[src/fetch_pkg.sv]
package fetch_pkg;

    // Datapath and memory geometry
    localparam int PC_WIDTH   = 32;                 // Program counter width in bits
    localparam int WORD_BYTES = 4;                  // Bytes per instruction word
    localparam int MEM_WORDS  = 16;                 // Instruction memory depth in words
    localparam int ADDR_WIDTH = 4;                  // Word index width for MEM_WORDS

    // Vector types
    typedef logic [PC_WIDTH-1:0] pc_t;              // Byte address
    typedef logic [31:0]         instr_t;           // One instruction word
    typedef logic [ADDR_WIDTH:0] waddr_t;           // Load pointer up to MEM_WORDS

    // Payload handed from fetch to decode
    typedef struct packed {
        logic   valid;                              // Low marks a bubble
        pc_t    pc;                                 // Address of the fetched word
        pc_t    next_seq_pc;                        // Sequential successor PC+4
        instr_t instr;                              // Fetched word
    } if_id_t;

endpackage
[src/fetch_unit.sv]
module fetch_unit
    import fetch_pkg::*;
(
    input  logic   i_clk,                           // System clock
    input  logic   i_rst_n,                         // Async reset
    input  logic   i_enable,                        // Fetch enable
    input  logic   i_halt,                          // Processor halted
    input  logic   i_stall,                         // Hazard stall
    input  logic   i_flush,                         // Flush from a later stage
    input  logic   i_clear,                         // Clear program memory
    input  logic   i_jump,                          // Jump select
    input  logic   i_load_valid,                    // Host load strobe
    input  pc_t    i_jump_pc,                       // Jump target
    input  instr_t i_load_word,                     // Host load word
    output if_id_t o_if_id,                         // IF/ID latch output
    output logic   o_full_mem,                      // Memory full
    output logic   o_empty_mem                      // Memory empty
);

    if_id_t fetch_bundle;                           // Combinational fetch result

    if_stage u_if_stage (
        .i_clk        (i_clk),
        .i_rst_n      (i_rst_n),
        .i_enable     (i_enable),
        .i_halt       (i_halt),
        .i_stall      (i_stall),
        .i_flush      (i_flush),
        .i_clear      (i_clear),
        .i_jump       (i_jump),
        .i_load_valid (i_load_valid),
        .i_jump_pc    (i_jump_pc),
        .i_load_word  (i_load_word),
        .o_fetch      (fetch_bundle),
        .o_full_mem   (o_full_mem),
        .o_empty_mem  (o_empty_mem)
    );

    if_id_reg u_if_id_reg (
        .i_clk    (i_clk),
        .i_rst_n  (i_rst_n),
        .i_enable (i_enable),
        .i_halt   (i_halt),
        .i_stall  (i_stall),
        .i_flush  (i_flush),
        .i_clear  (i_clear),
        .i_fetch  (fetch_bundle),
        .o_if_id  (o_if_id)
    );

endmodule

[src/if_id_reg.sv]
module if_id_reg
    import fetch_pkg::*;
(
    input  logic   i_clk,                           // System clock
    input  logic   i_rst_n,                         // Async reset
    input  logic   i_enable,                        // Pipeline enable
    input  logic   i_halt,                          // Processor halted
    input  logic   i_stall,                         // Hazard stall
    input  logic   i_flush,                         // Insert a bubble
    input  logic   i_clear,                         // Program cleared
    input  if_id_t i_fetch,                         // Bundle from the fetch stage
    output if_id_t o_if_id                          // Latched bundle for decode
);

    if_id_t if_id_q;                                // Latch contents
    logic   hold;                                   // Keep the current contents

    assign hold = !i_enable || i_halt || i_stall;   // Mirrors the PC hold

    always_ff @(posedge i_clk or negedge i_rst_n) begin
        if (!i_rst_n) begin
            if_id_q <= '0;                          // Invalid after reset
        end else if (i_flush || i_clear) begin
            if_id_q <= '0;                          // Bubble
        end else if (!hold) begin
            if_id_q <= i_fetch;                     // Bundle arrives marked valid
        end
    end

    assign o_if_id = if_id_q;

    // Successor is computed in the fetch stage and must still match here
    a_seq_pc : assert property (
        @(posedge i_clk) disable iff (!i_rst_n)
        o_if_id.valid |-> (o_if_id.next_seq_pc == o_if_id.pc + PC_WIDTH'(WORD_BYTES))
    ) else $error("if_id_reg: next_seq_pc does not follow pc");

endmodule

[src/if_stage.sv]
module if_stage
    import fetch_pkg::*;
(
    input  logic   i_clk,                           // System clock
    input  logic   i_rst_n,                         // Async reset
    input  logic   i_enable,                        // Fetch enable
    input  logic   i_halt,                          // Processor halted
    input  logic   i_stall,                         // Hazard stall
    input  logic   i_flush,                         // Restart fetch at 0
    input  logic   i_clear,                         // Empty memory and reset PC
    input  logic   i_jump,                          // Take the jump target
    input  logic   i_load_valid,                    // Load strobe
    input  pc_t    i_jump_pc,                       // Jump target
    input  instr_t i_load_word,                     // Word to load
    output if_id_t o_fetch,                         // Bundle for the IF/ID latch
    output logic   o_full_mem,                      // Memory full
    output logic   o_empty_mem                      // Memory empty
);

    pc_t    pc;                                     // Current fetch address
    pc_t    seq_pc;                                 // PC+4
    pc_t    next_pc;                                // Address for the next edge
    instr_t instr;                                  // Word at pc

    assign seq_pc  = pc + PC_WIDTH'(WORD_BYTES);    // Sequential step
    assign next_pc = i_jump ? i_jump_pc : seq_pc;   // Next PC mux

    pc_reg u_pc_reg (
        .i_clk     (i_clk),
        .i_rst_n   (i_rst_n),
        .i_flush   (i_flush),
        .i_clear   (i_clear),
        .i_halt    (i_halt),
        .i_stall   (i_stall),
        .i_enable  (i_enable),
        .i_next_pc (next_pc),
        .o_pc      (pc)
    );

    instr_mem u_instr_mem (
        .i_clk       (i_clk),
        .i_rst_n     (i_rst_n),
        .i_write     (i_load_valid),
        .i_clear     (i_clear),
        .i_word      (i_load_word),
        .i_pc        (pc),                          // Same cycle read
        .o_instr     (instr),
        .o_full_mem  (o_full_mem),
        .o_empty_mem (o_empty_mem)
    );

    // Latch decides whether this bundle is taken
    assign o_fetch = '{
        valid:       1'b1,
        pc:          pc,
        next_seq_pc: seq_pc,
        instr:       instr
    };

endmodule

[src/instr_mem.sv]
module instr_mem
    import fetch_pkg::*;
(
    input  logic   i_clk,                           // System clock
    input  logic   i_rst_n,                         // Async reset
    input  logic   i_write,                         // Load strobe from the host
    input  logic   i_clear,                         // Empty the memory
    input  instr_t i_word,                          // Word to load
    input  pc_t    i_pc,                            // Fetch address in bytes
    output instr_t o_instr,                         // Fetched word
    output logic   o_full_mem,                      // All MEM_WORDS slots loaded
    output logic   o_empty_mem                      // Nothing loaded
);

    instr_t mem [MEM_WORDS];                        // Program storage
    waddr_t count;                                  // Loaded words and next write slot
    logic   wr_en;                                  // Accepted load strobe
    pc_t    rd_idx;                                 // Word index of the fetch address
    logic   rd_hit;                                 // Index lies inside the loaded program

    // Clear takes priority over a load in the same cycle
    assign wr_en = i_write && !o_full_mem && !i_clear;

    always_ff @(posedge i_clk or negedge i_rst_n) begin
        if (!i_rst_n) begin
            count <= '0;                            // Start empty
        end else if (i_clear) begin
            count <= '0;                            // Old words stay but read as zero
        end else if (wr_en) begin
            count <= count + waddr_t'(1);           // Advance load pointer
        end
    end

    always_ff @(posedge i_clk) begin
        if (wr_en) begin
            mem[count[ADDR_WIDTH-1:0]] <= i_word;   // Write at the load pointer
        end
    end

    // Flags follow the count on the same edge
    assign o_full_mem  = (count == waddr_t'(MEM_WORDS));
    assign o_empty_mem = (count == '0);

    // Combinational read
    assign rd_idx  = i_pc / PC_WIDTH'(WORD_BYTES);  // Byte address to word index
    assign rd_hit  = (rd_idx < PC_WIDTH'(count));   // Count never exceeds MEM_WORDS
    assign o_instr = rd_hit ? mem[rd_idx[ADDR_WIDTH-1:0]] : '0;  // Zero word is a no-op

    // Host has no back-pressure so it must watch the full flag
    a_no_write_full : assert property (
        @(posedge i_clk) disable iff (!i_rst_n)
        i_write |-> !o_full_mem
    ) else $error("instr_mem: load strobe while memory is full");

    a_flags_exclusive : assert property (
        @(posedge i_clk) disable iff (!i_rst_n)
        !(o_full_mem && o_empty_mem)
    ) else $error("instr_mem: full and empty both set");

endmodule

[src/pc_reg.sv]
module pc_reg
    import fetch_pkg::*;
(
    input  logic i_clk,                             // System clock
    input  logic i_rst_n,                           // Async reset
    input  logic i_flush,                           // Restart fetch at address 0
    input  logic i_clear,                           // Program cleared by the host
    input  logic i_halt,                            // Processor halted
    input  logic i_stall,                           // Hazard stall from later stages
    input  logic i_enable,                          // Fetch enable
    input  pc_t  i_next_pc,                         // Selected next address
    output pc_t  o_pc                               // Current fetch address
);

    pc_t pc_q;                                      // PC register
    logic hold;                                     // Freeze this cycle

    assign hold = !i_enable || i_halt || i_stall;   // Any of these keeps the PC

    always_ff @(posedge i_clk or negedge i_rst_n) begin
        if (!i_rst_n) begin
            pc_q <= '0;                             // Boot from address 0
        end else if (i_clear || i_flush) begin
            pc_q <= '0;                             // Restart beats every hold
        end else if (hold) begin
            pc_q <= pc_q;
        end else begin
            pc_q <= i_next_pc;                      // Jump target or PC+4
        end
    end

    assign o_pc = pc_q;

    // Jump targets come from outside so alignment is not guaranteed locally
    a_pc_aligned : assert property (
        @(posedge i_clk) disable iff (!i_rst_n)
        (o_pc % PC_WIDTH'(WORD_BYTES)) == '0
    ) else $error("pc_reg: PC 0x%08h is not word aligned", o_pc);

endmodule

[config.mk]
export PLATFORM = sky130hd
export DESIGN_NAME = fetch_unit
export DESIGN_NICKNAME = d
export VERILOG_FILES = /design/src/fetch_pkg.sv /design/src/fetch_unit.sv /design/src/if_id_reg.sv /design/src/if_stage.sv /design/src/instr_mem.sv /design/src/pc_reg.sv
export SDC_FILE = /design/constraint.sdc
export NUM_CORES = 1
export LEC_CHECK = 0
export ABC_AREA = 1
export BUFFER_PORTS_ARGS = -buffer_cell sky130_fd_sc_hd__buf_2
export CORE_MARGIN = 2
export CORE_UTILIZATION = 23
export CTS_BUF_LIST = sky130_fd_sc_hd__clkbuf_8
export DETAILED_ROUTE_END_ITERATION = 7
export PLACE_DENSITY = 0.39
export SYNTH_ARGS = -nofsm -noshare
export SYNTH_HDL_FRONTEND = slang
export SYNTH_SLANG_ARGS = --single-unit
[constraint.sdc]
create_clock -name i_clk -period 7.7 [get_ports i_clk]
set_clock_uncertainty 0.15 [all_clocks]
set_input_delay 0.77 -clock i_clk [delete_from_list [all_inputs] [get_ports i_clk]]
set_output_delay 0.77 -clock i_clk [all_outputs]
set_load 0.005 [all_outputs]
Word-level counts from Yosys, hierarchy flattened
Memories as Yosys holds them, arrays and structs flattened. Cells that the tools add are included.

$add $sub $neg: 2. Bitwise logic cells: 0. Shifts and indexed selects: 0. Equal/unequal tests: 2. Div/mod/pow operators: 0. Reductions and logical operators: 10. Multiplexer cells: 10. Multipliers: 0. Magnitude comparators: 1.

Operators with widths (number): two-way mux 97 bit (2); two-way mux 32 bit (4); adder 32 x 3 -> 32 bit (second input constant) (1); less-than comparator 30 x 5 -> 1 bit (1); two-way mux 5 bit (2); adder 5 x 1 -> 5 bit (second input constant) (1); equality test 5 bit (second input constant) (1); logical NOT 5 bit (1); logical NOT 1 bit (3); logical OR 1 bit (3); logical AND 1 bit (2); two-way mux 1 bit (2); != test 2 bit (second input constant) (1); nonzero test 2 bit (1).

Output and inout port bits: 99. Bits in writable memories: 512. ROM bits: 0. Register bits after elaboration: 134. Memories kept: 1. Input bits: 73. Logic and storage cells: 32. Latch bits: 0.

Memory list: u_if_stage.u_instr_mem.mem (words 16, bits a word 32, read ports 1, clocked after memory_dff 0, wr ports 1, RTL line instr_mem.sv:15) `instr_t mem [MEM_WORDS];`.

Depth between registers and ports, before layout
Depth in word-level cells: 6. Mapped depth: 10. Mapped depth without buffers: 10.

By module
From an unflattened synthesis, not the netlist that was laid out.

Cells, all modules: 2641. Area total of the unflattened synthesis: 28108.2 um^2.

Modules (own cells, without submodules): instr_mem (times used 1, area an instance 21062.7 um^2, sequential area each 15499.9 um^2, cells an instance 1769); if_id_reg (times used 1, area an instance 4201.5 um^2, sequential area each 2427.3 um^2, cells an instance 445); pc_reg (times used 1, area an instance 1442.6 um^2, sequential area each 800.8 um^2, cells an instance 149); if_stage (times used 1, area an instance 1401.3 um^2, sequential area each 0.0 um^2, cells an instance 278).

Worst setup path after synthesis
OpenSTA, ideal clock, no wires.

Kind: flip-flop to flip-flop. From: reg u_if_stage.u_instr_mem.count[0]. To: mem u_if_stage.u_instr_mem.mem[11][0] (netlist name) (enable). Buffers on the path: 0. Clock period less this slack: 3801 ps. Cell stages (with the launch flop): 6. Setup time: 461 ps. Required time: 7089 ps. Arrival: 3189 ps. Setup slack: 3899 ps. Cell sequence: dfrtp_1 -> inv_1 -> ha_1 -> nand3_1 -> nand3_1 -> nor3_1.

Longest elaborated chain between the ends: 6.

RTL lines: start: declaration (RTL line instr_mem.sv:16) `waddr_t count;`; start signal: assignment (RTL line instr_mem.sv:30) `count <= count + waddr_t'(1);`; equality test 5 bit (RTL line instr_mem.sv:41) `assign o_full_mem = (count == waddr_t'(MEM_WORDS));`; logical NOT 1 bit (RTL line instr_mem.sv:22) `assign wr_en = i_write && !o_full_mem && !i_clear;`; logical AND 1 bit (2 in a row) (RTL line instr_mem.sv:22); two-way mux 1 bit (RTL line instr_mem.sv:35) `if (wr_en) begin`; two-way mux 1 bit (not written as such) (RTL line instr_mem.sv:36) `mem[count[ADDR_WIDTH-1:0]] <= i_word;`; end: declaration (RTL line instr_mem.sv:15).

Several ways; a longest one is shown, not always the timed one.

Worst setup path in the final report
From: reg u_if_stage.u_pc_reg.pc_q[3] (netlist: u_if_stage.u_pc_reg.o_pc[3]). To: reg u_if_id_reg.if_id_q (netlist bit u_if_id_reg.o_if_id[17]).

Longest elaborated chain between the ends: 4. Elaborated cells between the ends (all ways): 5. Classes of those cells: 1 x order compare; 3 x mux; 1 x memory.

RTL lines: start: declaration (RTL line pc_reg.sv:15) `pc_t pc_q;`; start signal: assignment (RTL line pc_reg.sv:26) `pc_q <= pc_q;`; start signal: assignment (RTL line pc_reg.sv:28) `pc_q <= i_next_pc;`; less-than comparator 30 x 5 -> 1 bit or memory (16 x 32 bit) (tied branches); two-way mux 32 bit (*) (RTL line instr_mem.sv:47) `assign o_instr = rd_hit ? mem[rd_idx[ADDR_WIDTH-1:0]] : '0;`; two-way mux 97 bit (*) (RTL line if_id_reg.sv:25) `end else if (!hold) begin`; two-way mux 97 bit (*) (RTL line if_id_reg.sv:23) `end else if (i_flush || i_clear) begin`; end signal: assignment (RTL line if_id_reg.sv:26) `if_id_q <= i_fetch;`; end: declaration (RTL line if_id_reg.sv:15) `if_id_t if_id_q;`.

Mark *: on every way between the ends. The rest lies on a longest branch, timed or not. The select of a mux whose other input is x is not followed. A chain may end at the register's enable or synchronous reset.

==> summary.txt <==
Status
  – Outcome: finished, final reports clean

Floorplanning
  – Core area: 114000 um^2
  – # IOs: 172
  – Die Wd: 343 um
  – Die Ht: 343 um
  – DIE AREA: 118000 um^2
  – Num rows: 124
  – Initial Utilization: 23.2%

Setup path
  – CP max stage delay: 1030 ps
  – Family with the most delay on the worst path: buffers and inverters
  – Critical path type: reg -> reg
  – Crit path DAT: 4210 ps
  – Crit path max fanout: 76
  – Buf/Inv on CP: 2
  – Worst path required time: 8210 ps
  – Worst path slowest cell: buf_4
  – Crit-path cells: inv_4 -> buf_4 -> nand3_1 -> nand3_1 -> nand3_1 -> nand4_1 -> nand2_1
  – Worst Reg-to-Reg Cells: 7
  – CP endpoint kind: register
  – Worst path most repeated cell: nand3_1
  – Startpoint types: register
  – Critical path depth in cells: 7

Finish
  – Area of the multi-input gates: 7000 um^2
  – Final core occ: 27.2%
  – Fill count: 12.0k
  – Final net count: 2634
  – Most common cell after layout, fill and taps aside: nand2_1
  – Most frequent cells in the layout: nand2_1 (789), edfxtp_1 (512), nand3_1 (506)
  – Share of cells above drive strength 1: 14.9%
  – Area grow syn2layout: 17.3%
  – Register Area: 18700 um^2

Route
  – Routed len/inst: 21.8 um
  – DR iter-0 viols: 1657
  – Final ANT Viol Nets: 0
  – Drt total wl: 90600 um
  – Via count: 18.9k
  – Drt pass-1 iters: 5
  – Vias per cell: 4.54
  – Residual DRC count: 0

Yosys
  – Cells after synthesis: 2376
  – Post-synthesis sequential area ratio: 70.5%
  – Post-Syn Nets: 2458
  – Cell Area, Synth: 26500 um^2
  – Flops & latches, synth: 644
  – Post-synthesis cell type count: 34
  – Synth Warn #: 0
  – Avg Synthesized Cell Area: 11.2 um^2

Clock network
  – Root buf cell: clkbuf_8
  – Clk Latency, worst-skew pair: 750 ps
  – H-tree Lvls: 3
  – TritonCTS Sinks: 644
  – CTS tree: built
  – Post-CTS setup buffer count: 0
  – PostCTS Resize Cnt: 0
  – CTS buffer count: 111
  – Worst-path clk slew: 60 ps
  – Maximum root-to-sink buffer count: 3

Run
  – Max cap viols: 0

Power
  – Cell Pwr Density: 228 nW/um^2
  – Peak supply drop: 0.000118 V
  – Tot Pwr: 7.09 mW
  – Leakage power: 12.1 nW

STA
  – RSZ-0062 raised after global routing: false
  – Setup ws final: 4000 ps
  – Final hold slack: 109 ps
  – Tcrit/Tclk final: 48.1%
  – Final-report setup violation count: 0
  – Slew @ Worst Pin: 1200 ps
  – Worst rel slew slack: 20.0%
  – Fmax: 270 MHz
  – Count of pins over their slew limit: 0
  – Tmin final: 3700 ps
  – Setup TNS: 0 ps
  – Final Hold Vio Count: 0

Hold path
  – Min-Delay Path Class: in -> reg
  – Worst Hold Depth: 3

Placed design
  – HPWL Detailed: 46500 um
  – IO Port Bufs: 171
  – RD Place Congestion: 0.807
  – Dpl ws: 4030 ps

Global routing
  – First-pass GRT wire length: 131000 um
  – Pin count of the biggest net entering global routing: 163
  – GRT overflow: 0
  – Vias in the first global route: 18.5k
  – Initial antenna violation count: 12
  – GRT Overall Usage: 15.2%
-- report_power, final --
group / total (mW) / internal, mW / switching, mW
clock: 3.05 / 1.57 / 1.47
combinational: 0.248 / 0.0505 / 0.197
sequential: 3.80 / 3.79 / 0.0109
total: 7.09 / 5.41 / 1.68
-- per-layer routing --
metal  GRT usage [%]  routed length [um]  up-vias
met5               0                  53        -
met4            4.43                2250        8
met3            2.76                5360      163
met2            24.3               41800      632
met1            20.8               41100     9388
li1                -                   -     8665
-- through the flow --
| step | area [um^2] | cells |
|---|---|---|
| floorplan | 26500 | 2376 |
| global placement | 28900 | 3950 |
| detailed placement | 28900 | 3950 |
| finish | 31100 | 4155 |
| global route | 31100 | 4153 |
| CTS | 31100 | 4152 |
-- registers in the layout, indices dropped and copies added, names as in the netlist --
register	count
u_if_stage.u_instr_mem.count	5
u_if_stage.u_instr_mem.mem	512
u_if_id_reg.o_if_id	95
u_if_stage.u_pc_reg.o_pc	32
-- cell type report --
class,instances,area share [%]
sequential,644,60.1
inverter,60,0.789
clock buffer,130,5.75
multi-input combinational,1532,22.5
clock inverter,71,1.19
antenna,3,0.0241
tap,1512,6.08
timing repair buffer,203,3.55
-- path summary, 6_finish.rpt --
kind,start,endpoint,slack (ps)
setup / recovery,u_if_stage.u_pc_reg.o_pc[3],u_if_id_reg.o_if_id[17],4000
hold / removal,i_jump_pc[27],u_if_stage.u_pc_reg.o_pc[27],110
setup reg to reg,u_if_stage.u_pc_reg.o_pc[3],u_if_id_reg.o_if_id[17],4000
hold reg to reg,u_if_id_reg.o_if_id[71],u_if_id_reg.o_if_id[71],320
max in group asynchronous,i_rst_n,u_if_id_reg.o_if_id[3],5490
min in group asynchronous,i_rst_n,u_if_id_reg.o_if_id[54],520
-- logic make-up after synthesis --
logic type,share of synthesized area [%]
buffers and inverters,3.56
DFF,70.5
xor gates and xnor gates,0.0330
and+or+nand+nor,23.3
adders and majority gates,0.425
AOI/OAI and AO/OA,2.20
-- Yosys cell counts, drive strengths merged --
master	number	share of area (%)
ha	9	0.42
a32o	1	0.038
nand3	509	9.7
nor3	14	0.34
o221ai	1	0.033
edfxtp	512	58
a22oi	26	0.74
nor2	69	1.2
nand2	793	11
buf	106	2.2
xor2	1	0.033
o211ai	1	0.028
nand4	37	0.87
o22ai	3	0.071
clkbuf	34	0.49
inv	60	0.86
dfrtp	132	12
a21oi	7	0.13
a22o	1	0.033
o21ai	60	1.1
-- tightest hold or removal path, stage by stage --
cell	delay, ps
buf_2	90
a22oi_1	60
nand2_1	60
-- repair_timing --
item | CTS | global route
setup endpoints to repair | 0 | 0
hold buffers | 1 | 0
endpoints found under the hold margin | 58 | 0
Note: power is estimated with default switching activity, not from simulation.
